$ cat config.mk
export PLATFORM = sky130hd
export DESIGN_NAME = tcb_lib_demultiplexer
export DESIGN_NICKNAME = d
export VERILOG_FILES = /design/src/verilog/tcb_pkg.sv /design/src/verilog/tcb_lib_demultiplexer.sv
export SDC_FILE = /design/constraint.sdc
export NUM_CORES = 1
export LEC_CHECK = 0
export ABC_CLOCK_PERIOD_IN_PS = 1250
export BUFFER_PORTS_ARGS = -buffer_cell sky130_fd_sc_hd__buf_4
export CAP_MARGIN = 20
export CORE_MARGIN = 8
export CORE_UTILIZATION = 20
export DETAILED_ROUTE_END_ITERATION = 12
export PLACE_DENSITY = 0.77
export SYNTH_ARGS = -nofsm -noshare
export SYNTH_HDL_FRONTEND = slang
export SYNTH_SLANG_ARGS = --single-unit
export TNS_END_PERCENT = 1
$ cat constraint.sdc
create_clock -name sub -period 1.25 [get_ports sub]
set_clock_uncertainty 0.2 [all_clocks]
set_input_delay 0.1875 -clock sub [delete_from_list [all_inputs] [get_ports sub]]
set_output_delay 0.1875 -clock sub [all_outputs]
set_load 0.02 [all_outputs]
$ cat src/verilog/tcb_pkg.sv
package tcb_pkg;

  //////////////////////////////////////////////////
  // bus widths
  //////////////////////////////////////////////////

  // byte address bus
  localparam int unsigned ABW = 16;
  // data bus
  localparam int unsigned DBW = 32;
  // one enable per data byte
  localparam int unsigned BEW = DBW / 8;

  // request payload
  typedef struct packed {
    logic           wen;
    logic [ABW-1:0] adr;
    logic [BEW-1:0] ben;
    logic [DBW-1:0] wdt;
  } tcb_req_t;

  // response status
  typedef enum logic {
    TCB_STS_OK  = 1'b0,
    TCB_STS_ERR = 1'b1
  } tcb_sts_t;

  // response payload
  typedef struct packed {
    logic [DBW-1:0] rdt;
    tcb_sts_t       sts;
  } tcb_rsp_t;

  //////////////////////////////////////////////////
  // address map
  //////////////////////////////////////////////////

  // manager ports, memory then register block
  localparam int unsigned MPN = 2;

  // 4 KiB memory window
  localparam logic [ABW-1:0] MEM_BASE = 16'h0000;
  localparam logic [ABW-1:0] MEM_MASK = 16'hF000;

  // register window and word offsets
  localparam logic [ABW-1:0] REG_BASE = 16'h8000;
  localparam logic [1:0] REG_GPO = 2'd0;
  localparam logic [1:0] REG_GPI = 2'd1;
  localparam logic [1:0] REG_SCR = 2'd2;
  localparam logic [1:0] REG_ID  = 2'd3;

  // identifier constant
  localparam logic [DBW-1:0] REG_ID_VALUE = 32'h7CB0_0001;

  // merge write data into an old word, byte by byte
  function automatic logic [DBW-1:0] byte_merge(
    input logic [DBW-1:0] old,
    input logic [DBW-1:0] wdt,
    input logic [BEW-1:0] ben
  );
    logic [DBW-1:0] tmp;
    tmp = old;
    for (int b = 0; b < BEW; b++) begin
      if (ben[b]) begin
        tmp[8*b +: 8] = wdt[8*b +: 8];
      end
    end
    return tmp;
  endfunction

endpackage
$ cat src/verilog/tcb_lib_demultiplexer.sv
`timescale 1ns/1ps

module tcb_lib_demultiplexer #(
  // number of manager ports
  parameter  int unsigned MPN = 2,
  // select width
  localparam int unsigned MPL = (MPN > 1) ? $clog2(MPN) : 1
)(
  // clock and reset
  input  logic               sub,
  input  logic               rst_n,
  // port select from the decoder
  input  logic [MPL-1:0]     sel,
  // subordinate side, manager connects here
  input  logic               sub_vld,
  input  tcb_pkg::tcb_req_t  sub_req,
  output logic               sub_rdy,
  output tcb_pkg::tcb_rsp_t  sub_rsp,
  // manager side, subordinates connect here
  output logic [MPN-1:0]     man_vld,
  output tcb_pkg::tcb_req_t  man_req,
  input  logic [MPN-1:0]     man_rdy,
  input  tcb_pkg::tcb_rsp_t  man_rsp [MPN-1:0]
);

  //////////////////////////////////////////////////
  // local signals
  //////////////////////////////////////////////////

  // transfer on the subordinate side
  logic           sub_trn;
  // select of the last transfer, picks the response
  logic [MPL-1:0] man_sel;

  assign sub_trn = sub_vld & sub_rdy;

  //////////////////////////////////////////////////
  // control
  //////////////////////////////////////////////////

  // remember where the last transfer went
  // response comes back one cycle later from there
  always_ff @(posedge sub) begin
    if (!rst_n) begin
      man_sel <= '0;
    end else if (sub_trn) begin
      man_sel <= sel;
    end
  end

  //////////////////////////////////////////////////
  // request
  //////////////////////////////////////////////////

  // valid only toward the selected port
  for (genvar i = 0; i < MPN; i++) begin : gen_vld
    assign man_vld[i] = (sel == MPL'(i)) ? sub_vld : 1'b0;
  end

  // payload is shared, ports ignore it without vld
  assign man_req = sub_req;

  //////////////////////////////////////////////////
  // response
  //////////////////////////////////////////////////

  // ready follows the current select
  assign sub_rdy = man_rdy[sel];

  // response follows the registered select,
  // so a new request to another port may overlap it
  assign sub_rsp = man_rsp[man_sel];

endmodule

==> impl_metrics.tcl <==
set metrics [dict create \
    run_status "finished, violations left" \
    failed_checks "setup timing" \
    crit_type "reg -> out" \
    startpoint_type "flop" \
    core-area_um2 4320 \
    yosys_register_bits 1 \
    ys_seq_area_frac 0.0226 \
    synth_top_flop_cell "dfxtp_1" \
    overflow 0 \
    synth-edff-count 0 \
    grt_pass1_vias 921 \
    synthTopCellsByArea "buf_4 (45%), mux2_2 (43%), buf_6 (5.1%)" \
    crit_path_max_fanout 12 \
    max_freq_ghz 0.718 \
    drt_wl_total_um 3840 \
    vias 854 \
    synthesis.nets 223 \
    drc 0 \
    hold_class "in -> out" \
    tns_ps -4320 \
    dp.cells 202 \
    reg.largest.list "man_sel: 1 flops" \
    syn_inst 98 \
    ys_warn_count 0 \
    drv_cap 0 \
    cp-end-kind "output port" \
    multiInputGateArea_um2 544 \
    report.final.slew_viol_count 0 \
    synth_cell_types 10 \
    initial_core_util 0.205 \
    antenna_found_initial 0 \
    gp_congestion 0.624 \
    synth_common_cells "buf_4 (53), mux2_2 (34), buf_6 (4)" \
    io_pins 214 \
    synthArstFlopShare 0 \
    cp.arrival_ps 1000 \
    die_h_um 82.6 \
    swShare 0.350 \
    grt_pass1_wl_um 4890 \
    dieArea_um2 6820 \
    area_growth_pct 83.9 \
    peakVddDrop_mv 0.140 \
    intPower_mw 0.445 \
    synth_top_area_frac 0.449 \
    postRouteAntennaNets 0 \
    path_clk_slew_ps 0 \
    clkPwrFrac 0 \
    antenna_cells 0 \
    min_period_over_period 1.11 \
    finalNetCount 278 \
    setup_ws_ps -142 \
    dpl_cell_area_um2 1460 \
    regArea_um2 23.8 \
    pwr-share-comb 0.947 \
    post-cts-setup-buffers 0 \
    rsz0062_at_grt "yes" \
    synth.avg_cell_area_um2 9.05 \
    setup_viol 33 \
    die_w_um 82.6 \
    hpwl_um 3060 \
    cts_hold_buf 0 \
    final_area_um2 1630 \
    power.total_mw 0.685 \
    slew_headroom 0.879 \
    power.switching_mw 0.240 \
    power_per_cell_area_nw_per_um2 420 \
    p_seq_frac 0.053 \
    largest-register "man_sel" \
    vias_per_cell 4.21 \
    largest_register_ffs 1 \
    power.leakage_nw 0.840 \
    clk_latency_ps 0 \
    layout.cells.non_filler 203 \
    tightest_slew_ps 181 \
    grt_start_max_net_pins 13 \
    yosysMostFrequentCell "buf_4" \
    port_buffers 107 \
    fill_cells 426 \
    grt.total_usage 0.0910 \
    drive_gt1_frac 0.967 \
    synth_area_um2 887 \
    rows 24 \
    period_needed_ps 1390 \
    drt_pre_antenna_iters 4 \
    place_ws_ps -205 \
    crit_required_ps 860 \
    synth_area_leader_cell "buf_4" \
    hold_violations 0 \
    drt_iter0_markers 16 \
    avgRoutedWirePerCell_um 18.9 \
]
[critical path, cell delays in order (launching register included)]
cell	delay, ps
dfxtp_4	380
buf_12	170
mux2_4	310
buf_6	130
[routing by layer]
metal | wire, um | part of all wire | global-route usage | vias to the layer above
met5 | 0 | 0 | 0 | -
met4 | 4 | 0.0010 | 0.00517 | 0
met3 | 806 | 0.21 | 0.0693 | 2
met2 | 1850 | 0.48 | 0.167 | 102
met1 | 1180 | 0.31 | 0.0818 | 368
li1 | - | - | - | 382
[final timing paths]
path / depth (start not counted) / slack [ps] / end / from
worst max-delay path: 3 / -140 / sub_rsp[8] / man_sel
worst min-delay path: 0 / 180 / man_req[15] / sub_req[15]
worst max register to register: 3 / 120 / man_sel / man_sel
worst min register to register: 3 / 580 / man_sel / man_sel
[cells by family (layout without fill, tap and decap cells)]
kind of cell	after synthesis	in the layout	share of synthesized area
flops	1	1	0.0226
simple gates	2	2	0.0141
buf+inv	58	111	0.504
compound gates	3	3	0.0282
mux	34	34	0.432
[cell type report]
| class | count | area share |
|---|---|---|
| inverter | 1 | 0.00230 |
| multi-input combinational | 39 | 0.334 |
| sequential | 1 | 0.0146 |
| tap | 52 | 0.0399 |
| timing repair buffer | 110 | 0.610 |
[placed cells by master (no fill, tap or decap)]
cell type	netlist	routed
buf_4	53	74
o21ai_1	1	1
inv_1	1	1
mux2_2	34	1
mux2_4	0	33
buf_6	4	33
and2_1	1	1
buf_16	0	1
dfxtp_4	0	1
a21oi_1	1	1
buf_12	0	2
a311oi_2	1	1
nor2b_1	1	1
[through the flow]
stage               hold WS, ps  utilization
finish                      175        0.377
global route                175        0.377
CTS                         175        0.375
detailed placement          175        0.337
global placement            175        0.337
floorplan                   101            -
[power groups by stage]
stage / registers (mW) / logic [mW] / clock network, mW
4_1_cts: 0.0363 / 0.648 / 0
3_5_place_dp: 0.0360 / 0.576 / 0
6_report: 0.0361 / 0.648 / 0
3_3_place_gp: 0.0359 / 0.567 / 0
2_1_floorplan: 0.0345 / 0.520 / 0
5_1_grt: 0.0365 / 0.680 / 0
[timing repair]
item | CTS | global route
endpoints found under the setup margin | 33 | 33
gates cloned | 1 | 0
resized for setup | 37 | 3
(Power assumes the default switching activity.)
