===== src/verilog/tcb_pkg.sv =====
package tcb_pkg;

  //////////////////////////////////////////////////
  // bus widths
  //////////////////////////////////////////////////

  // byte address bus
  localparam int unsigned ABW = 16;
  // data bus
  localparam int unsigned DBW = 32;
  // one enable per data byte
  localparam int unsigned BEW = DBW / 8;

  // request payload
  typedef struct packed {
    logic           wen;
    logic [ABW-1:0] adr;
    logic [BEW-1:0] ben;
    logic [DBW-1:0] wdt;
  } tcb_req_t;

  // response status
  typedef enum logic {
    TCB_STS_OK  = 1'b0,
    TCB_STS_ERR = 1'b1
  } tcb_sts_t;

  // response payload
  typedef struct packed {
    logic [DBW-1:0] rdt;
    tcb_sts_t       sts;
  } tcb_rsp_t;

  //////////////////////////////////////////////////
  // address map
  //////////////////////////////////////////////////

  // manager ports, memory then register block
  localparam int unsigned MPN = 2;

  // 4 KiB memory window
  localparam logic [ABW-1:0] MEM_BASE = 16'h0000;
  localparam logic [ABW-1:0] MEM_MASK = 16'hF000;

  // register window and word offsets
  localparam logic [ABW-1:0] REG_BASE = 16'h8000;
  localparam logic [1:0] REG_GPO = 2'd0;
  localparam logic [1:0] REG_GPI = 2'd1;
  localparam logic [1:0] REG_SCR = 2'd2;
  localparam logic [1:0] REG_ID  = 2'd3;

  // identifier constant
  localparam logic [DBW-1:0] REG_ID_VALUE = 32'h7CB0_0001;

  // merge write data into an old word, byte by byte
  function automatic logic [DBW-1:0] byte_merge(
    input logic [DBW-1:0] old,
    input logic [DBW-1:0] wdt,
    input logic [BEW-1:0] ben
  );
    logic [DBW-1:0] tmp;
    tmp = old;
    for (int b = 0; b < BEW; b++) begin
      if (ben[b]) begin
        tmp[8*b +: 8] = wdt[8*b +: 8];
      end
    end
    return tmp;
  endfunction

endpackage

===== src/verilog/tcb_periph_regs.sv =====
`timescale 1ns/1ps

module tcb_periph_regs #(
  // value read back from the identifier register
  parameter logic [tcb_pkg::DBW-1:0] ID_VALUE = tcb_pkg::REG_ID_VALUE
)(
  // clock and reset
  input  logic                    sub,
  input  logic                    rst_n,
  // TCB subordinate port
  input  logic                    vld,
  input  tcb_pkg::tcb_req_t       req,
  output logic                    rdy,
  output tcb_pkg::tcb_rsp_t       rsp,
  // pins
  input  logic [tcb_pkg::DBW-1:0] gpi,
  output logic [tcb_pkg::DBW-1:0] gpo
);

  //////////////////////////////////////////////////
  // local signals
  //////////////////////////////////////////////////

  // wait flag, doubles as ready
  logic                    wt;
  logic                    trn;
  // address decode
  logic                    hit;
  logic [1:0]              ofs;
  logic                    err;
  // scratch register
  logic [tcb_pkg::DBW-1:0] scr;
  // read mux and response registers
  logic [tcb_pkg::DBW-1:0] rdt_nxt;
  logic [tcb_pkg::DBW-1:0] rdt;
  tcb_pkg::tcb_sts_t       sts;

  assign rdy = wt;
  assign trn = vld & wt;

  // inside the 16 byte register window
  assign hit = req.adr[tcb_pkg::ABW-1:4] == tcb_pkg::REG_BASE[tcb_pkg::ABW-1:4];
  assign ofs = req.adr[3:2];

  // unmapped, or a write to a read-only register
  assign err = ~hit | (req.wen & ((ofs == tcb_pkg::REG_GPI) | (ofs == tcb_pkg::REG_ID)));

  //////////////////////////////////////////////////
  // handshake
  //////////////////////////////////////////////////

  // one wait state
  // set by a pending vld, cleared by the transfer
  always_ff @(posedge sub) begin
    if (!rst_n) begin
      wt <= 1'b0;
    end else if (trn) begin
      wt <= 1'b0;
    end else if (vld) begin
      wt <= 1'b1;
    end
  end

  //////////////////////////////////////////////////
  // registers
  //////////////////////////////////////////////////

  // byte-enabled writes, erroneous accesses change nothing
  always_ff @(posedge sub) begin
    if (!rst_n) begin
      gpo <= '0;
      scr <= '0;
    end else if (trn && req.wen && !err) begin
      if (ofs == tcb_pkg::REG_GPO) begin
        gpo <= tcb_pkg::byte_merge(gpo, req.wdt, req.ben);
      end
      if (ofs == tcb_pkg::REG_SCR) begin
        scr <= tcb_pkg::byte_merge(scr, req.wdt, req.ben);
      end
    end
  end

  // read mux, gpi taken straight from the pins
  always_comb begin
    case (ofs)
      tcb_pkg::REG_GPO: rdt_nxt = gpo;
      tcb_pkg::REG_GPI: rdt_nxt = gpi;
      tcb_pkg::REG_SCR: rdt_nxt = scr;
      default:          rdt_nxt = ID_VALUE;
    endcase
  end

  //////////////////////////////////////////////////
  // response
  //////////////////////////////////////////////////

  // status registered at the transfer
  always_ff @(posedge sub) begin
    if (!rst_n) begin
      sts <= tcb_pkg::TCB_STS_OK;
    end else if (trn) begin
      sts <= err ? tcb_pkg::TCB_STS_ERR : tcb_pkg::TCB_STS_OK;
    end
  end

  // data, zero for writes and errors
  // gpi gets sampled here
  always_ff @(posedge sub) begin
    if (trn) begin
      rdt <= (req.wen || err) ? '0 : rdt_nxt;
    end
  end

  assign rsp = '{rdt: rdt, sts: sts};

endmodule


===== config.mk =====
export PLATFORM = sky130hd
export DESIGN_NAME = tcb_periph_regs
export DESIGN_NICKNAME = d
export VERILOG_FILES = /design/src/verilog/tcb_pkg.sv /design/src/verilog/tcb_periph_regs.sv
export SDC_FILE = /design/constraint.sdc
export NUM_CORES = 1
export LEC_CHECK = 0
export BUFFER_PORTS_ARGS = -buffer_cell sky130_fd_sc_hd__buf_4
export CORE_MARGIN = 8
export CORE_UTILIZATION = 45
export CTS_CLUSTER_SIZE = 28
export DETAILED_ROUTE_END_ITERATION = 8
export HOLD_SLACK_MARGIN = 0.12
export PLACE_DENSITY = 0.73
export SYNTH_ARGS = -nofsm -noshare
export SYNTH_HDL_FRONTEND = slang
export SYNTH_SLANG_ARGS = --single-unit

===== constraint.sdc =====
create_clock -name sub -period 6.8 [get_ports sub]
set_clock_uncertainty 0.2 [all_clocks]
set_input_delay 1.36 -clock sub [delete_from_list [all_inputs] [get_ports sub]]
set_output_delay 1.36 -clock sub [all_outputs]
set_load 0.01 [all_outputs]

==> metrics.csv, run 1 <==
stage;metric;value;unit
clock_tree;Post-CTS Setup Repair Bufs;0;
setup_path;required time of the critical path;6.88;ns
die;core area;0.00959;mm2
sta;Worst-Margin Slew;1.21;ns
sta;Slew headroom;0.191;
cells_and_area;area grow syn2layout;32.0;%
cells_and_area;share of layout cells above drive strength 1;0.327;
sta;Worst Slack Setup Final;3.17;ns
setup_path;FF-to-FF Start;rdy$_SDFFE_PP0P_;
place;Area after DPL;0.00553;mm2
place;HPWL after detailed placement;8.00;mm
setup_path;Worst Reg-to-Reg Cells;4;
logic_synthesis;Post-Syn Area;0.00437;mm2
setup_path;CP peak stage delay;1.04;ns
die;DIE AREA;0.0131;mm2
route;initial DRC count;180;
die;IO Pins;154;
power;power density over the cells;206;mW/mm2
place;Place WS;2.79;ns
clock_tree;clock buffer depth;2;
route;routed wire length per instance;16.8;um
logic_synthesis;register area share after synthesis;0.522;
setup_path;CP top delay family;simple AND/OR/NAND/NOR gates;
clock_tree;CTS clk-pin slew, worst paths;0.09;ns
setup_path;Crit path depth;4;
min_path;Min-Delay Startpoint;scr[24]$_SDFFE_PN0P_;
power;Pwr Total;0.00119;W
logic_synthesis;#FFs+latches synth;98;
route;vias;3566;
sta;hold slack final;0.262;ns
die;Starting Density;0.455;
die;die width;115;um
power;peak supply drop;0.0890;mV
sta;Fmax achieved;276;MHz
grt;GRT Residual Overflow;0;
setup_path;CP Cell Sequence;buf_4 -> nor2b_2 -> and3_1 -> mux2i_1;
setup_path;FF-to-FF End;scr[15]$_SDFFE_PN0P_;
grt;initial antenna violation count;0;
setup_path;startpoint types;primary input;
clock_tree;root buffer cell;clkbuf_8;
sta;Final Hold Vio Count;0;
logic_synthesis;Post-synth EDFFs;32;
route;Initial DRT Pass Iterations;4;
grt;first-pass GRT wire length;18.4;mm
min_path;min-delay worst type;flop to flop;
setup_path;critical path buffer and inverter count;1;
clock_tree;Num CTS Buffers;9;
die;DIE HEIGHT;115;um
min_path;hold depth;2;
sta;Final Max Tran Viols;0;
logic_synthesis;Mean Syn Cell Area;10.1;um2
place;Port Buffers;151;
clock_tree;Clock Sinks;98;
setup_path;Crit Path Max Fanout;35;
min_path;WHS Endpoint;scr[24]$_SDFFE_PN0P_;
sta;Period minus WS final;3.63;ns
cells_and_area;fin area;0.00577;mm2
clock_tree;CTS tree;yes;
clock_tree;clk_lat worst skew;0.36;ns
logic_synthesis;Ys Warns;0;
sta;final period utilization;0.533;
setup_path;worst reg2reg setup slack;4.46;ns
setup_path;crit path DAT;3.71;ns
power;static leakage;2.50;nW
clock_tree;post-cts sizing count;0;
grt;Tot GR Track Use;0.178;
logic_synthesis;Post-synth ARST share;0;
logic_synthesis;Top FF cell, synth;dfxtp_1;
setup_path;Slowest-stage cell, CP;nor2b_2;
cells_and_area;nets@finish;651;
logic_synthesis;Mapped Nets;520;
logic_synthesis;Synth cell types;25;
route;Final ANT Viol Nets;0;
grt;largest net degree at the start of global routing;99;
cells_and_area;ant diodes;0;
route;Via density;5.09;
sta;Setup TNS;0;ns
setup_path;startpoint of the worst setup timing path;req[39];
route;drt total wl;11.8;mm
setup_path;Crit. End Element;flop;
run;Max-Cap Viols;0;
setup_path;WS Path Type;primary input to flop;
sta;Final setup viols;0;
sta;RSZ-0062 raised after global routing;no;
clock_tree;Post-CTS Hold Fix Bufs;0;
die;FP Rows;36;
place;Placer Congestion;0.769;
grt;number of global-route vias before repair;3617;
clock_tree;CTS H-Tree Depth;3;
outcome;status;finished, final reports clean;
route;DRC;0;
logic_synthesis;Mapped Cells;432;
## state kept, by name, summed over array words and instances (netlist names)
name	count
gpo	32
rdt	32
scr	32
rdy	1
sts	1
## routing by layer
| metal | wire length (um) | GRT usage | vias to the layer above |
|---|---|---|---|
| met5 | 0 | 0 | - |
| met4 | 216 | 0.0763 | 0 |
| met3 | 721 | 0.0427 | 14 |
| met2 | 5860 | 0.303 | 135 |
| met1 | 5000 | 0.209 | 1679 |
| li1 | - | - | 1738 |
## cell usage after synthesis, types with 4 or more instances
library cell,number,area [um2]
buf_6,4,45.0
edfxtp_1,32,961
dfxtp_1,66,1320
nand2_1,96,360
nand3_4,4,70.1
and3_1,4,25.0
buf_1,4,15.0
nor2_1,56,210
a21oi_1,24,120
clkbuf_1,23,86.3
mux2i_1,87,871
mux2_2,9,101
o22ai_1,9,56.3
## cells by family after synthesis
| family | count (synthesis) | synth area share |
|---|---|---|
| mux | 96 | 0.223 |
| flops | 98 | 0.522 |
| xor+xnor | 1 | 0.00201 |
| compound gates | 35 | 0.0435 |
| simple gates | 170 | 0.174 |
| buf+inv | 32 | 0.0352 |
## metrics by stage
step / cells / util
4_1_cts: 701 / 0.601
3_3_place_gp: 685 / 0.576
6_report: 701 / 0.601
2_1_floorplan: 432 / -
3_5_place_dp: 685 / 0.576
5_1_grt: 701 / 0.601
## tightest hold or removal path: stages, from the launching register on
cell	delay, ns
dfxtp_1	0.32
nand2_1	0.05
mux2i_1	0.05
## where the power goes
part,switching (W),internal (W)
Combinational,0.0000594,0.0000606
Sequential,0.00000443,0.000614
Clock,0.000205,0.000244
## cell type report
| type | count | area (um2) |
|---|---|---|
| Multi-Input combinational cell | 302 | 1940 |
| Clock inverter | 7 | 116 |
| Sequential cell | 98 | 2280 |
| Clock buffer | 9 | 124 |
| Fill cell | 831 | 3830 |
| Tap cell | 133 | 166 |
| Timing Repair Buffer | 152 | 1140 |
## worst max path at each step
stage                                       to  slack (ns)
after global routing      scr[15]$_SDFFE_PN0P_        3.05
after CTS                  scr[4]$_SDFFE_PN0P_        3.17
after floorplan            scr[0]$_SDFFE_PN0P_        3.45
after detailed placement  scr[19]$_SDFFE_PN0P_        2.79
after global placement    scr[26]$_SDFFE_PN0P_        2.79
final                     scr[15]$_SDFFE_PN0P_        3.17
## layout by cell type, fill, tap and decap left out, types with 3 or more instances in the layout
cell type and n:
edfxtp_1 32, nand3_4 4, bufinv_16 3, clkbuf_8 9
mux2i_1 87, and3_1 4, dfxtp_1 66, o22ai_1 9
nor2_1 56, buf_4 152, a21oi_1 24, nand2_1 96
mux2_2 9
Power figures use the tool's default switching activity.
==> run 2: changes to the inputs <==
--- a/config.mk
+++ b/config.mk
@@ -5,13 +5,14 @@
 export SDC_FILE = /design/constraint.sdc
 export NUM_CORES = 1
 export LEC_CHECK = 0
+export ABC_AREA = 1
 export BUFFER_PORTS_ARGS = -buffer_cell sky130_fd_sc_hd__buf_4
 export CORE_MARGIN = 8
 export CORE_UTILIZATION = 45
 export CTS_CLUSTER_SIZE = 28
 export DETAILED_ROUTE_END_ITERATION = 8
 export HOLD_SLACK_MARGIN = 0.12
-export PLACE_DENSITY = 0.73
+export PLACE_DENSITY = 0.72
 export SYNTH_ARGS = -nofsm -noshare
 export SYNTH_HDL_FRONTEND = slang
 export SYNTH_SLANG_ARGS = --single-unit
==> constraint.sdc (replaced) <==
create_clock -name sub -period 3.35 [get_ports sub]
set_clock_uncertainty 0.2 [all_clocks]
set_input_delay 0.67 -clock sub [delete_from_list [all_inputs] [get_ports sub]]
set_output_delay 0.67 -clock sub [all_outputs]
set_load 0.01 [all_outputs]
==> run 2 against run 1 <==
Net effect:
- die area is 6.8% higher
- critical path depth grew 3
- register-to-register slack lost 3.0 ns
- first-iteration DRC count increased by 46%
- via count is 25% higher
- sequential share of layout area is 1.8 points lower
- clock-buffer cell count is 3 higher
- worst setup slack worse by 2.0 ns
- largest cell class unchanged
- largest power group unchanged
- synthesized area grew 7.9%
- clock power grew 66%
- flip-flop and latch count did not move
- synthesized cell count up 40%
==> metrics.csv, run 2 <==
stage;metric;value;unit;change
clock_tree;CTS tree;yes;;
route;routed wire length per instance;14.7;um;-13%
setup_path;Slowest-stage cell, CP;nand3_1;;
sta;Period minus WS final;2.17;ns;
logic_synthesis;Post-synth ARST share;0;;unchanged
cells_and_area;share of layout cells above drive strength 1;0.270;;-0.0575
clock_tree;Post-CTS Setup Repair Bufs;0;;unchanged
cells_and_area;biggest regs;gpo (32), rdt (32), scr (32);;
setup_path;CP top delay family;simple AND/OR/NAND/NOR gates;;
sta;Worst-Margin Slew;0.747;ns;-0.461 ns
sta;Final Max Tran Viols;0;;unchanged
setup_path;FF-to-FF Start;rdy$_SDFFE_PP0P_;;
logic_synthesis;Mean Syn Cell Area;7.78;um2;-23%
logic_synthesis;Ys Warns;0;;unchanged
place;HPWL after detailed placement;9.22;mm;+15%
clock_tree;clk_lat worst skew;0.35;ns;about the same
clock_tree;root buffer cell;clkbuf_8;;
setup_path;Worst Reg-to-Reg Cells;3;;-1
grt;number of global-route vias before repair;4398;;+22%
setup_path;WS Path Type;primary input to flop;;
sta;Setup TNS;0;ns;unchanged
min_path;WHS Endpoint;scr[21]$_SDFFE_PN0P_;;
setup_path;critical path buffer and inverter count;2;;+1
die;DIE AREA;0.0140;mm2;+6.8%
place;Port Buffers;151;;unchanged
die;die width;118;um;+3.3%
place;Area after DPL;0.00586;mm2;+6.0%
min_path;min-delay worst type;flop to flop;;
route;Initial DRT Pass Iterations;5;;+1
setup_path;startpoint types;primary input;;
logic_synthesis;Mapped Cells;606;;+40%
clock_tree;Clock Sinks;98;;unchanged
setup_path;Crit. End Element;flop;;
die;core area;0.0102;mm2;+6.6%
setup_path;Crit Path Max Fanout;19;;-46%
route;DRC;0;;unchanged
logic_synthesis;Post-synth EDFFs;32;;unchanged
setup_path;required time of the critical path;3.34;ns;-3.54 ns
logic_synthesis;top-count cell post-synth;nand2_1;;
grt;largest net degree at the start of global routing;67;;-32%
logic_synthesis;Top FF cell, synth;dfxtp_1;;
grt;initial antenna violation count;0;;unchanged
logic_synthesis;Synth top cells by count;nand2_1, nor2_1, dfxtp_1;;
logic_synthesis;#FFs+latches synth;98;;unchanged
route;Via density;5.09;;about the same
place;Placer Congestion;0.798;;+3.9%
logic_synthesis;top-area cell type share of the netlist area;0.280;;-0.0222
power;static leakage;2.45;nW;-1.9%
clock_tree;CTS H-Tree Depth;3;;unchanged
grt;GRT Residual Overflow;0;;unchanged
setup_path;CP peak stage delay;0.50;ns;-0.54 ns
cells_and_area;commonest non-fill, non-tap cell in the layout;nand2_1;;
setup_path;Crit path depth;7;;+3
clock_tree;post-cts sizing count;0;;unchanged
run;Max-Cap Viols;0;;unchanged
clock_tree;clock buffer depth;2;;unchanged
logic_synthesis;Synth area leader;dfxtp_1;;
min_path;Min-Delay Startpoint;scr[21]$_SDFFE_PN0P_;;
logic_synthesis;Synth cell types;27;;+8.0%
sta;Slew headroom;0.501;;+0.310
clock_tree;Post-CTS Hold Fix Bufs;0;;unchanged
route;vias;4444;;+25%
sta;RSZ-0062 raised after global routing;no;;
grt;first-pass GRT wire length;21.1;mm;+14%
sta;Final setup viols;0;;unchanged
power;peak supply drop;0.234;mV;+160%
route;initial DRC count;263;;+46%
route;drt total wl;12.8;mm;+8.6%
die;Starting Density;0.461;;+0.00541
setup_path;crit path DAT;2.17;ns;-1.54 ns
cells_and_area;nets@finish;820;;+26%
sta;final period utilization;0.648;;
logic_synthesis;Post-Syn Area;0.00471;mm2;+7.9%
logic_synthesis;Synth area leaders;dfxtp_1, edfxtp_1, nand2_1;;
cells_and_area;ant diodes;0;;unchanged
cells_and_area;fin area;0.00604;mm2;+4.8%
grt;Tot GR Track Use;0.180;;+0.00243
sta;Fmax achieved;460;MHz;
route;Final ANT Viol Nets;0;;unchanged
logic_synthesis;register area share after synthesis;0.484;;-0.0383
setup_path;FF-to-FF End;rdt[6]$_SDFFCE_PP0N_;;
setup_path;worst reg2reg setup slack;1.49;ns;-2.97 ns
die;FP Rows;37;;+2.8%
clock_tree;Num CTS Buffers;9;;unchanged
outcome;status;finished, final reports clean;;
power;power density over the cells;373;mW/mm2;+81%
die;DIE HEIGHT;118;um;+3.3%
die;IO Pins;154;;unchanged
clock_tree;CTS clk-pin slew, worst paths;0.09;ns;about the same
logic_synthesis;Mapped Nets;694;;+33%
min_path;hold depth;2;;unchanged
cells_and_area;most frequent cells in the layout;nand2_1, buf_4, nor2_1, dfxtp_1, nand3_1;;
setup_path;CP Cell Sequence;buf_4 -> nor2_1 -> nand2_1 -> nor2_4 -> nand3_1 -> buf_12 -> a31oi_1;;
sta;Final Hold Vio Count;0;;unchanged
cells_and_area;area grow syn2layout;28.2;%;
## run 2: power by group
part	internal (W)	switching [W]	total, W
registers	0.00124	0.00000625	0.00125
clock network	0.000349	0.000396	0.000745
logic	0.000116	0.000143	0.000259
total	0.00171	0.000545	0.00225
## run 2: layout make-up
type	instances	area (um2)
Fill cell	931	4190
Tap cell	136	170
Clock buffer	12	135
Inverter	43	163
Clock inverter	4	51.3
Sequential cell	98	2280
Timing Repair Buffer	158	1220
Multi-Input combinational cell	422	2020
## run 2: worst reg2reg max path: cells and delay by family (launching register included)
kind / cells / cell delay [ns]
AND/OR/NAND/NOR: 1 / 0.15
flip-flops: 1 / 0.36
buffers and inverters: 2 / 0.84
## run 2: how the worst max path moves through the flow
stage	start	end	slack, ns
finish	req[47]	rdt[7]$_SDFFCE_PP0N_	1.18
global route	req[43]	rdt[7]$_SDFFCE_PP0N_	1.04
CTS	req[41]	rdt[7]$_SDFFCE_PP0N_	1.19
detailed placement	req[47]	rdt[4]$_SDFFCE_PP0N_	0.81
global placement	req[47]	rdt[22]$_SDFFCE_PP0N_	0.87
floorplan	vld	sts$_SDFFE_PN0N_	1.20
## run 2: routing by layer
| layer | wire [um] | up-vias | share of wire | GRT usage |
|---|---|---|---|---|
| met5 | 0 | - | 0 | 0 |
| met4 | 277 | 0 | 0.022 | 0.0761 |
| met3 | 751 | 14 | 0.059 | 0.0390 |
| met2 | 6550 | 137 | 0.51 | 0.317 |
| met1 | 5220 | 2051 | 0.41 | 0.208 |
| li1 | - | 2242 | - | - |
## run 2: metrics by stage
| stage | util | worst slack [ns] | cells | power [W] | hold WS [ns] |
|---|---|---|---|---|---|
| after floorplan | - | 1.20 | 606 | 0.00140 | 0.246 |
| final | 0.591 | 1.18 | 873 | 0.00225 | 0.287 |
| after global routing | 0.591 | 1.04 | 873 | 0.00234 | 0.313 |
| after global placement | 0.572 | 0.867 | 857 | 0.00153 | 0.255 |
| after CTS | 0.591 | 1.19 | 873 | 0.00227 | 0.287 |
| after detailed placement | 0.572 | 0.814 | 857 | 0.00154 | 0.264 |
## run 2: kinds of logic after synthesis
logic type      synth area share
simple gates               0.297
buf+inv                   0.0911
flops                      0.484
compound gates             0.128
